[config.mk]
export PLATFORM = sky130hd
export DESIGN_NAME = saturn_front_top
export DESIGN_NICKNAME = d
export VERILOG_FILES = /design/src/saturn_bus_pkg.sv /design/src/saturn_isa_pkg.sv /design/src/nibble_if.sv /design/src/saturn_decoder.sv /design/src/saturn_fetch_fsm.sv /design/src/saturn_front_top.sv /design/src/saturn_pc.sv
export SDC_FILE = /design/constraint.sdc
export NUM_CORES = 1
export LEC_CHECK = 0
export BUFFER_PORTS_ARGS = -buffer_cell sky130_fd_sc_hd__buf_2
export CORE_MARGIN = 4
export CORE_UTILIZATION = 47
export CTS_CLUSTER_DIAMETER = 200
export DETAILED_ROUTE_END_ITERATION = 16
export PLACE_DENSITY = 0.75
export SYNTH_ARGS = -nofsm -noshare
export SYNTH_HDL_FRONTEND = slang
export SYNTH_SLANG_ARGS = --single-unit
[constraint.sdc]
create_clock -name i_clk -period 2.2 [get_ports i_clk]
set_input_delay 0.22 -clock i_clk [delete_from_list [all_inputs] [get_ports i_clk]]
set_output_delay 0.22 -clock i_clk [all_outputs]
set_load 0.02 [all_outputs]
[src/saturn_bus_pkg.sv]
// nibble bus types
`default_nettype none

package saturn_bus_pkg;

  // wishbone address and data of the nibble memory
  typedef logic [19:0] wb_adr_t;
  typedef logic [3:0]  wb_dat_t;

  // fetch state machine
  typedef enum logic [1:0] {
    FETCH_IDLE,
    FETCH_REQ,
    FETCH_HOLD
  } fetch_state_t;

endpackage

`default_nettype wire

[src/saturn_isa_pkg.sv]
// saturn instruction set types
`default_nettype none

package saturn_isa_pkg;

  // one instruction nibble and a nibble address
  typedef logic [3:0]  nibble_t;
  typedef logic [19:0] addr_t;

  // field code and digit index of a register field
  typedef logic [3:0] field_t;
  typedef logic [3:0] digit_t;

  // field codes, the first eight match the f table nibble
  localparam field_t FIELD_P    = 4'h0;
  localparam field_t FIELD_WP   = 4'h1;
  localparam field_t FIELD_XS   = 4'h2;
  localparam field_t FIELD_X    = 4'h3;
  localparam field_t FIELD_S    = 4'h4;
  localparam field_t FIELD_M    = 4'h5;
  localparam field_t FIELD_B    = 4'h6;
  localparam field_t FIELD_W    = 4'h7;
  localparam field_t FIELD_A    = 4'hA;
  localparam field_t FIELD_NONE = 4'hF;

  // alu operation codes
  typedef logic [4:0] alu_op_t;

  localparam alu_op_t ALU_OP_NONE = 5'd0;
  localparam alu_op_t ALU_OP_AND  = 5'd8;
  localparam alu_op_t ALU_OP_OR   = 5'd9;

  // class of a decoded instruction
  typedef enum logic [2:0] {
    INS_NONE,
    INS_RTN,
    INS_SET_MODE,
    INS_RSTK_C,
    INS_ALU_OP
  } ins_kind_t;

  // decoder position inside an instruction
  typedef enum logic [2:0] {
    DEC_FIRST,
    DEC_BLOCK_0X,
    DEC_FIELD_F,
    DEC_OP_0E,
    DEC_DONE
  } dec_state_t;

endpackage

`default_nettype wire

[src/nibble_if.sv]
// fetch to decoder nibble link
`timescale 1ns/1ps
`default_nettype none

interface nibble_if;

  // fetched nibble offered to the decoder
  logic                    valid;
  saturn_isa_pkg::nibble_t nibble;
  saturn_isa_pkg::addr_t   addr;
  logic                    take;

  // program counter control
  logic                    load;
  saturn_isa_pkg::addr_t   load_addr;
  logic                    advance;
  saturn_isa_pkg::addr_t   cur_pc;

  modport fetch (output valid, nibble, addr, load, load_addr, advance, input take, cur_pc);

  // decoder also sees load so a restart drops a half decoded instruction
  modport dec (input valid, nibble, addr, load, output take);

  modport pc (input load, load_addr, advance, output cur_pc);

endinterface

`default_nettype wire

[src/saturn_decoder.sv]
// nibble serial instruction decoder
`timescale 1ns/1ps
`default_nettype none

module saturn_decoder (
  input  logic                      i_clk,
  input  logic                      i_reset,
  input  saturn_isa_pkg::nibble_t   i_reg_p,
  nibble_if.dec                     nib,
  input  logic                      i_ins_ready,
  output logic                      o_ins_valid,
  output saturn_isa_pkg::ins_kind_t o_ins_kind,
  output saturn_isa_pkg::addr_t     o_ins_addr,
  output logic                      o_dec_error,
  output logic                      o_set_xm,
  output logic                      o_set_carry,
  output logic                      o_carry_val,
  output logic                      o_mode_dec,
  output logic                      o_direction,
  output saturn_isa_pkg::field_t    o_field,
  output saturn_isa_pkg::digit_t    o_field_start,
  output saturn_isa_pkg::digit_t    o_field_last,
  output saturn_isa_pkg::alu_op_t   o_alu_op
);

  saturn_isa_pkg::dec_state_t state;
  logic                       accept;
  logic                       field_ok;

  // f table, returns field code, start digit and last digit
  function automatic logic [11:0] f_table(saturn_isa_pkg::nibble_t n,
                                          saturn_isa_pkg::nibble_t p);
    case (n)
      4'h0:    f_table = {saturn_isa_pkg::FIELD_P, p, p};
      4'h1:    f_table = {saturn_isa_pkg::FIELD_WP, 4'd0, p};
      4'h2:    f_table = {saturn_isa_pkg::FIELD_XS, 4'd2, 4'd2};
      4'h3:    f_table = {saturn_isa_pkg::FIELD_X, 4'd0, 4'd2};
      4'h4:    f_table = {saturn_isa_pkg::FIELD_S, 4'd15, 4'd15};
      4'h5:    f_table = {saturn_isa_pkg::FIELD_M, 4'd3, 4'd14};
      4'h6:    f_table = {saturn_isa_pkg::FIELD_B, 4'd0, 4'd1};
      4'h7:    f_table = {saturn_isa_pkg::FIELD_W, 4'd0, 4'd15};
      4'hF:    f_table = {saturn_isa_pkg::FIELD_A, 4'd0, 4'd4};
      default: f_table = {saturn_isa_pkg::FIELD_NONE, 4'd0, 4'd0};
    endcase
  endfunction

  // no new nibble while a result waits
  assign nib.take    = (state != saturn_isa_pkg::DEC_DONE);
  assign accept      = nib.valid && nib.take;
  assign o_ins_valid = (state == saturn_isa_pkg::DEC_DONE);

  // 8 to E have no field in the f table
  assign field_ok = !nib.nibble[3] || (nib.nibble == 4'hF);

  always_ff @(posedge i_clk) begin
    if (i_reset) begin
      state <= saturn_isa_pkg::DEC_FIRST;
    end else if (state == saturn_isa_pkg::DEC_DONE) begin
      if (i_ins_ready) begin
        state <= saturn_isa_pkg::DEC_FIRST;
      end
    end else if (nib.load) begin
      state <= saturn_isa_pkg::DEC_FIRST;
    end else if (accept) begin
      case (state)
        saturn_isa_pkg::DEC_FIRST: begin
          state <= (nib.nibble == 4'h0) ? saturn_isa_pkg::DEC_BLOCK_0X
                                        : saturn_isa_pkg::DEC_DONE;
        end
        saturn_isa_pkg::DEC_BLOCK_0X: begin
          state <= (nib.nibble == 4'hE) ? saturn_isa_pkg::DEC_FIELD_F
                                        : saturn_isa_pkg::DEC_DONE;
        end
        saturn_isa_pkg::DEC_FIELD_F: begin
          state <= field_ok ? saturn_isa_pkg::DEC_OP_0E : saturn_isa_pkg::DEC_DONE;
        end
        default: begin
          state <= saturn_isa_pkg::DEC_DONE;
        end
      endcase
    end
  end

  // decoded instruction, built up nibble by nibble
  always_ff @(posedge i_clk) begin
    if (accept) begin
      case (state)
        saturn_isa_pkg::DEC_FIRST: begin
          o_ins_kind    <= saturn_isa_pkg::INS_NONE;
          o_ins_addr    <= nib.addr;
          o_dec_error   <= (nib.nibble != 4'h0);
          o_set_xm      <= 1'b0;
          o_set_carry   <= 1'b0;
          o_carry_val   <= 1'b0;
          o_mode_dec    <= 1'b0;
          o_direction   <= 1'b0;
          o_field       <= saturn_isa_pkg::FIELD_NONE;
          o_field_start <= '0;
          o_field_last  <= '0;
          o_alu_op      <= saturn_isa_pkg::ALU_OP_NONE;
        end
        saturn_isa_pkg::DEC_BLOCK_0X: begin
          case (nib.nibble)
            4'h0, 4'h1, 4'h2, 4'h3: begin
              o_ins_kind  <= saturn_isa_pkg::INS_RTN;
              o_set_xm    <= (nib.nibble == 4'h0);
              o_set_carry <= (nib.nibble[3:1] == 3'b001);
              // RTNSC sets carry, RTNCC clears it
              o_carry_val <= (nib.nibble == 4'h2);
            end
            4'h4, 4'h5: begin
              o_ins_kind <= saturn_isa_pkg::INS_SET_MODE;
              o_mode_dec <= nib.nibble[0];
            end
            4'h6, 4'h7: begin
              o_ins_kind  <= saturn_isa_pkg::INS_RSTK_C;
              o_direction <= nib.nibble[0];
            end
            4'hE: begin
              o_dec_error <= 1'b0;
            end
            default: begin
              o_dec_error <= 1'b1;
            end
          endcase
        end
        saturn_isa_pkg::DEC_FIELD_F: begin
          // p taken as it stands when the field nibble arrives
          {o_field, o_field_start, o_field_last} <= f_table(nib.nibble, i_reg_p);
          o_dec_error <= !field_ok;
        end
        default: begin
          o_ins_kind <= saturn_isa_pkg::INS_ALU_OP;
          o_alu_op   <= nib.nibble[3] ? saturn_isa_pkg::ALU_OP_OR : saturn_isa_pkg::ALU_OP_AND;
        end
      endcase
    end
  end

  // held result does not change under back-pressure
  assert property (@(posedge i_clk) disable iff (i_reset)
    o_ins_valid && !i_ins_ready |=> o_ins_valid &&
      $stable({o_ins_kind, o_ins_addr, o_dec_error, o_set_xm, o_set_carry, o_carry_val,
               o_mode_dec, o_direction, o_field, o_field_start, o_field_last, o_alu_op}));

endmodule

`default_nettype wire

[src/saturn_fetch_fsm.sv]
// wishbone nibble fetch
`timescale 1ns/1ps
`default_nettype none

module saturn_fetch_fsm (
  input  logic                    i_clk,
  input  logic                    i_reset,
  input  logic                    i_start,
  input  saturn_isa_pkg::addr_t   i_start_addr,
  output logic                    o_wb_cyc,
  output logic                    o_wb_stb,
  output logic                    o_wb_we,
  output saturn_bus_pkg::wb_adr_t o_wb_adr,
  input  saturn_bus_pkg::wb_dat_t i_wb_dat,
  input  logic                    i_wb_ack,
  nibble_if.fetch                 nib
);

  saturn_bus_pkg::fetch_state_t state;
  saturn_isa_pkg::nibble_t      nib_q;
  saturn_isa_pkg::addr_t        addr_q;
  logic                         bus_done;

  // classic read cycle, one nibble per ack
  assign o_wb_cyc = (state == saturn_bus_pkg::FETCH_REQ);
  assign o_wb_stb = (state == saturn_bus_pkg::FETCH_REQ);
  assign o_wb_we  = 1'b0;
  assign o_wb_adr = nib.cur_pc;

  assign bus_done = o_wb_stb && i_wb_ack;

  // pc control
  assign nib.load      = i_start;
  assign nib.load_addr = i_start_addr;
  assign nib.advance   = bus_done && !i_start;

  // a restart throws the held nibble away
  assign nib.valid  = (state == saturn_bus_pkg::FETCH_HOLD) && !i_start;
  assign nib.nibble = nib_q;
  assign nib.addr   = addr_q;

  always_ff @(posedge i_clk) begin
    if (i_reset) begin
      state <= saturn_bus_pkg::FETCH_IDLE;
    end else if (i_start) begin
      state <= saturn_bus_pkg::FETCH_REQ;
    end else begin
      case (state)
        saturn_bus_pkg::FETCH_REQ: begin
          if (i_wb_ack) begin
            state <= saturn_bus_pkg::FETCH_HOLD;
          end
        end
        saturn_bus_pkg::FETCH_HOLD: begin
          // next read starts once the decoder has the nibble
          if (nib.valid && nib.take) begin
            state <= saturn_bus_pkg::FETCH_REQ;
          end
        end
        default: begin
          state <= saturn_bus_pkg::FETCH_IDLE;
        end
      endcase
    end
  end

  // nibble and its address
  always_ff @(posedge i_clk) begin
    if (bus_done) begin
      nib_q  <= i_wb_dat;
      addr_q <= nib.cur_pc;
    end
  end

  assert property (@(posedge i_clk) disable iff (i_reset)
    o_wb_stb |-> o_wb_cyc);

  // pc only moves on ack or restart
  assert property (@(posedge i_clk) disable iff (i_reset)
    o_wb_stb && !i_wb_ack && !i_start |=> $stable(o_wb_adr));

endmodule

`default_nettype wire

[src/saturn_front_top.sv]
// saturn instruction front end
`timescale 1ns/1ps
`default_nettype none

module saturn_front_top (
  input  logic                      i_clk,
  input  logic                      i_reset,
  input  logic                      i_start,
  input  saturn_isa_pkg::addr_t     i_start_addr,
  input  saturn_isa_pkg::nibble_t   i_reg_p,
  output logic                      o_wb_cyc,
  output logic                      o_wb_stb,
  output logic                      o_wb_we,
  output saturn_bus_pkg::wb_adr_t   o_wb_adr,
  input  saturn_bus_pkg::wb_dat_t   i_wb_dat,
  input  logic                      i_wb_ack,
  input  logic                      i_ins_ready,
  output logic                      o_ins_valid,
  output saturn_isa_pkg::ins_kind_t o_ins_kind,
  output saturn_isa_pkg::addr_t     o_ins_addr,
  output logic                      o_dec_error,
  output logic                      o_set_xm,
  output logic                      o_set_carry,
  output logic                      o_carry_val,
  output logic                      o_mode_dec,
  output logic                      o_direction,
  output saturn_isa_pkg::field_t    o_field,
  output saturn_isa_pkg::digit_t    o_field_start,
  output saturn_isa_pkg::digit_t    o_field_last,
  output saturn_isa_pkg::alu_op_t   o_alu_op
);

  nibble_if nib_bus ();

  saturn_pc u_pc (
    .i_clk   (i_clk),
    .i_reset (i_reset),
    .pc_if   (nib_bus.pc)
  );

  saturn_fetch_fsm u_fetch (
    .i_clk        (i_clk),
    .i_reset      (i_reset),
    .i_start      (i_start),
    .i_start_addr (i_start_addr),
    .o_wb_cyc     (o_wb_cyc),
    .o_wb_stb     (o_wb_stb),
    .o_wb_we      (o_wb_we),
    .o_wb_adr     (o_wb_adr),
    .i_wb_dat     (i_wb_dat),
    .i_wb_ack     (i_wb_ack),
    .nib          (nib_bus.fetch)
  );

  saturn_decoder u_dec (
    .i_clk         (i_clk),
    .i_reset       (i_reset),
    .i_reg_p       (i_reg_p),
    .nib           (nib_bus.dec),
    .i_ins_ready   (i_ins_ready),
    .o_ins_valid   (o_ins_valid),
    .o_ins_kind    (o_ins_kind),
    .o_ins_addr    (o_ins_addr),
    .o_dec_error   (o_dec_error),
    .o_set_xm      (o_set_xm),
    .o_set_carry   (o_set_carry),
    .o_carry_val   (o_carry_val),
    .o_mode_dec    (o_mode_dec),
    .o_direction   (o_direction),
    .o_field       (o_field),
    .o_field_start (o_field_start),
    .o_field_last  (o_field_last),
    .o_alu_op      (o_alu_op)
  );

endmodule

`default_nettype wire

[src/saturn_pc.sv]
// fetch program counter
`timescale 1ns/1ps
`default_nettype none

module saturn_pc (
  input  logic i_clk,
  input  logic i_reset,
  nibble_if.pc pc_if
);

  // load wins over advance, wraps at the top of the 1M nibble space
  always_ff @(posedge i_clk) begin
    if (i_reset) begin
      pc_if.cur_pc <= '0;
    end else if (pc_if.load) begin
      pc_if.cur_pc <= pc_if.load_addr;
    end else if (pc_if.advance) begin
      pc_if.cur_pc <= pc_if.cur_pc + saturn_isa_pkg::addr_t'(1);
    end
  end

  // fetch drops the bus ack of an aborted read
  assert property (@(posedge i_clk) disable iff (i_reset)
    !(pc_if.load && pc_if.advance));

endmodule

`default_nettype wire

After elaboration in Yosys (flattened, before gate mapping) --
Index checks and enable logic that the tools add are counted.
Word-level totals: memory bits (writable) 0, bits in read-only memories 0, memories kept 0, word-level logic and storage cells 114, register bits 95, bits in latches 0, input bits 33, output and inout bits 70
Cells by class: multiplexer cells 34, bitwise gates (word level) 2, reduce and logical (&&, ||, !) cells 33, $lt $le $gt $ge 0, divide/modulo/power cells 0, shift operators 0, eq/ne operators 26, $mul 0, $add $sub $neg 1
Operators with widths (number):
- $pmux 12 s9 | 1
- $mux 20 | 2
- $pmux 3 s3 | 3
- $pmux 4 s2 | 3
- $mux 3 | 7
- $add 20x1->20 const B | 1
- $eq 4x3->1 const B | 4
- $reduce_and 3->1 | 5
- $pmux 1 s2 | 6
- $reduce_and 2->1 | 6
- $ne 2x2->1 const B | 5
- $pmux 5 s2 | 1
- $eq 4x2->1 const B | 2
- $eq 4x4->1 const B | 2
- $reduce_or 2->1 | 4
- $reduce_or 8->1 | 1
- $mux 1 | 7
- $eq 3x1->1 const B | 2
- $ne 3x3->1 const B | 2
- $reduce_bool 2->1 | 3
- $reduce_bool 3->1 | 2
- $eq 4x1->1 const B | 1
- $logic_and 1x1->1 | 4
- $logic_not 4->1 | 1
- other kinds (16) | 21

Logic depth before layout (Yosys ltp) --
word-level depth 7, depth in mapped cells 6, mapped depth without buffers 5

Hierarchy --
From an unflattened synthesis, not the netlist that was laid out.
Unflattened totals: cell total of the unflattened synthesis 386, area, all modules 4326.6 µm²
Modules (own cells, without submodules):
- saturn_decoder | seq. area each 1351.3 µm², cells each 160, times used 1, area an instance 2006.9 µm²
- saturn_fetch_fsm | seq. area each 760.7 µm², cells each 81, times used 1, area an instance 1166.1 µm²
- saturn_pc | seq. area each 400.4 µm², cells each 145, times used 1, area an instance 1153.6 µm²

Worst setup path before layout --
Ideal clock, no wire load.
path type reg2reg, start reg u_fetch.state[0], end reg u_dec.o_field[0], enable pin, path buffers 0, clock period less this slack 2210 ps, required time 1801 ps, arrival time 1811 ps, setup time 399 ps, cell stages (with the launch flop) 3, path slack -10 ps, path through dfxtp_1 -> or3b_2 -> nor3_1
On the way: cells in the longest elaborated chain, start to end 4
Ends and longest elaborated chain:
- start, declared | RTL line saturn_fetch_fsm.sv:19 | saturn_bus_pkg::fetch_state_t state;
- start signal, assigned | RTL line saturn_fetch_fsm.sv:44 | state <= saturn_bus_pkg::FETCH_IDLE;
- start signal, assigned | RTL line saturn_fetch_fsm.sv:46 | state <= saturn_bus_pkg::FETCH_REQ;
- start signal, assigned | RTL line saturn_fetch_fsm.sv:51 | state <= saturn_bus_pkg::FETCH_HOLD;
- $eq 2x2->1 | RTL line saturn_fetch_fsm.sv:38 | assign nib.valid = (state == saturn_bus_pkg::FETCH_HOLD) && !i_start;
- $logic_and 1x1->1 | RTL line saturn_fetch_fsm.sv:38
- $logic_and 1x1->1 | RTL line saturn_decoder.sv:49 | assign accept = nib.valid && nib.take;
- $reduce_and 2->1 (no source line)
- end signal, assigned | RTL line saturn_decoder.sv:97 | o_field <= saturn_isa_pkg::FIELD_NONE;
- end signal, assigned | RTL line saturn_decoder.sv:129 | {o_field, o_field_start, o_field_last} <= f_table(nib.nibble, i_reg_p);
- end, declared | RTL line saturn_decoder.sv:20 | output saturn_isa_pkg::field_t o_field,
No other way between the ends. A chain may end at the register's enable or synchronous reset.

Final worst setup path --
start reg u_dec.state[0], end out o_ins_valid
On the way: cells in the longest elaborated chain, start to end 1
Ends and longest elaborated chain:
- start, declared | RTL line saturn_decoder.sv:26 | saturn_isa_pkg::dec_state_t state;
- start signal, assigned | RTL line saturn_decoder.sv:57 | state <= saturn_isa_pkg::DEC_FIRST;
- start signal, assigned | RTL line saturn_decoder.sv:60 | state <= saturn_isa_pkg::DEC_FIRST;
- start signal, assigned | RTL line saturn_decoder.sv:63 | state <= saturn_isa_pkg::DEC_FIRST;
- $eq 3x3->1 | RTL line saturn_decoder.sv:50 | assign o_ins_valid = (state == saturn_isa_pkg::DEC_DONE);
- end, declared | RTL line saturn_front_top.sv:18 | output logic o_ins_valid,
No other way between the ends.

==> metrics.yaml <==
cts_tree: "built"
regToRegSetupSlack_ns: 0.29
die_h_um: 99.1
cts_buffers: 9
root_buffer: "clkbuf_8"
fmax_mhz: 510
maxSlewHeadroom_pct: 57.6
routed-via-count: 2945
num_antenna_cells: 0
tightest_slew_ns: 0.631
max-cap-violations: 0
p_comb_share_pct: 7.3
final_util_pct: 59.3
yosys_most_used_dff: "edfxtp_1"
antenna_found_initial: 0
crit_fanout: 19
io_buffers: 98
drt-vias-per-instance: 5.43
clk_pin_slew_worst_paths_ns: 0.08
dieWidth_um: 99.1
preCtsSetupSlack_ns: 0.302
grt_pass1_wl_um: 14200
cts_resized: 0
post-route-min-period_ns: 1.96
ys_seq_area_share_pct: 64.4
post_drt_wl_per_cell_um: 16.2
critical_path_depth: 2
fin_setup_tns_ns: 0
skew_ns: 0.0103
sequentialPowerShare_pct: 58.9
grt_start_max_net_pins: 28
grt_use_total_pct: 18.2
yosysWarnings: 0
row_count: 32
synth_cell_types: 49
switching_share_pct: 23.4
p_int_w: 0.00255
power_frac_clock_pct: 33.8
clock_sinks: 92
drive_gt1_share_pct: 30.0
worstSetupStartpointType: "register"
routed_wl_um: 8770
cts_buffer_depth: 2
hpwl_um: 6440
synth_area_leaders: "edfxtp_1 52%, dfxtp_1 13%, nor2_1 3.7%"
yosysTopAreaCellShare_pct: 51.6
cp-endpoint: "o_ins_valid"
synth_cells: 338
ir_worst_vdd_v: 0.000378
insertion_delay_ns: 0.35
r2r_end: "u_pc.pc_if.cur_pc[19]$_SDFFE_PP0P_"
setup_viol: 0
cp_data_required_time_ns: 1.98
startpoint: "u_dec.state[0]$_SDFFE_PP0P_"
reg2reg_depth: 4
leakage_nw: 1.80
place.gp.congestion: 0.823
worst_slack_ns: 0.238
outcome: "completed"
synth.avg_cell_area_um2: 11.5
core_mm2: 0.00789
initial_utilization_pct: 49.4
async_flop_share_pct: 0
grt_pass1_vias: 2832
first_pass_iters: 4
timing.rr.start: "u_pc.pc_if.cur_pc[5]$_SDFFE_PP0P_"
worst-path-buf-inv: 1
postCtsSetupRepairBufs: 0
finalNetCount: 469
drtIter0Drc: 218
synth-edff-count: 67
setup.worst_path.end_class: "output port"
drc: 0
rsz0062_at_grt: "false"
synthMostInstantiatedCell: "edfxtp_1"
overflow: 0
drtAntennaViolNets: 0
crit_family: "simple AND/OR/NAND/NOR gates"
ioPinCount: 103
ctsHtreeMaxLevel: 3
dieArea_mm2: 0.00982
slowest_stage: "nor3b_1"
syn_to_final_growth_pct: 20.0
slowest_delay_ns: 0.62
synth_common_cells: "67 x edfxtp_1, 38 x nor2_1, 27 x nand2_1"
critPathKind: "register to output port"
synth_area_leader_cell: "edfxtp_1"
report.final.slew_viol_count: 0
cp_data_arrival_time_ns: 1.74
hold_path.class: "primary input to register"
ctsHoldBuffers: 0
period_share_pct: 89.2
syn_area_mm2: 0.00390
crit_chain: "nor3b_1 -> buf_2"
synth-seq-cells: 92
power.density_mw_per_mm2: 711
finalHoldViolations: 0
switching_power_w: 0.000778
==> worst register-to-register path: cells and delay by family (launching register included) <==
family	cells	cell delay, ns
and+or+nand+nor	3	0.99
DFF	1	0.45
muxes	1	0.38
==> cells by family after synthesis <==
family                   synth area share (%)
adder cells (fa/ha/maj)                 0.321
other                                  0.0962
flip-flops                               64.4
XOR/XNOR                                 2.25
AND/OR/NAND/NOR                          19.0
AO/OA/AOI/OAI                            8.95
buffers and inverters                    4.14
multiplexers                            0.834
==> worst min-delay path by stage <==
stage           startpoint                               to  slack (ns)  cells past startpoint
2_1_floorplan  i_wb_dat[0]  u_fetch.nib.nibble[0]$_DFFE_PP_        0.32                      0
3_3_place_gp   i_wb_dat[0]  u_fetch.nib.nibble[0]$_DFFE_PP_        0.40                      1
3_5_place_dp   i_wb_dat[3]  u_fetch.nib.nibble[3]$_DFFE_PP_        0.40                      1
4_1_cts        i_wb_dat[3]  u_fetch.nib.nibble[3]$_DFFE_PP_        0.03                      1
5_1_grt        i_wb_dat[3]  u_fetch.nib.nibble[3]$_DFFE_PP_        0.02                      1
6_report       i_wb_dat[3]  u_fetch.nib.nibble[3]$_DFFE_PP_        0.05                      1
==> placed cells by master, fill, tap and decap left out, drive strengths merged, types with 2 or more instances in the layout <==
cell    instances
nand4           5
nor3b           3
buf           106
or3             5
nor2           38
nor4           12
o211ai          2
a21o            2
a21oi          17
and3            3
nor3           13
clkbuf         12
a211oi          7
nand3          12
a32oi           3
inv            13
nor4b           2
edfxtp         67
dfxtp          25
nand2          27
nand2b          3
mux2            2
a311oi          2
nand3b          5
nand4b          2
conb            4
nor2b           3
clkinv          2
and2            2
o21ai          15
xnor2          10
or2             2
==> power groups by stage <==
stage	Clock (W)	Sequential (W)	Combinational [W]
2_1_floorplan	0	0.00202	0.000125
3_3_place_gp	0	0.00199	0.000239
3_5_place_dp	0	0.00200	0.000242
4_1_cts	0.00115	0.00196	0.000243
5_1_grt	0.00124	0.00197	0.000266
6_report	0.00113	0.00196	0.000242
==> stage by stage <==
stage,instance area [µm²],std cells,total power (W),hold slack [ns]
after floorplan,3920,341,0.00214,0.319
after global placement,4480,526,0.00223,0.397
after detailed placement,4480,526,0.00224,0.399
after CTS,4680,542,0.00335,0.0297
after global routing,4680,542,0.00347,0.0200
final,4680,542,0.00333,0.0476
==> per-layer routing <==
metal | GRT usage (%) | wire length [µm] | up-vias
met3 | 5.05 | 677 | 8
met4 | 5.15 | 111 | 0
met2 | 30.7 | 4320 | 100
met5 | 0 | 0 | -
met1 | 23.2 | 3660 | 1414
li1 | - | - | 1423
==> final cells by class <==
type                    count  area (µm²)
fillers                   654        3210
flip-flops and latches     92        2510
multi-input cells         213        1240
repair buffers            106         551
clock buffers              12         145
well taps                 102         128
clock inverters             4        51.3
inverters                  13        48.8
==> sequential cells by signal, summed over array words and instances, names as in the netlist, 2 cells and up <==
signal,flops
u_dec.o_alu_op,2
u_dec.o_field,4
u_dec.o_field_last,4
u_dec.o_field_start,4
u_dec.o_ins_addr,20
u_dec.o_ins_kind,3
u_dec.state,3
u_fetch.nib.addr,20
u_fetch.nib.nibble,4
u_fetch.state,2
u_pc.pc_if.cur_pc,20
(Power assumes the default switching activity.)
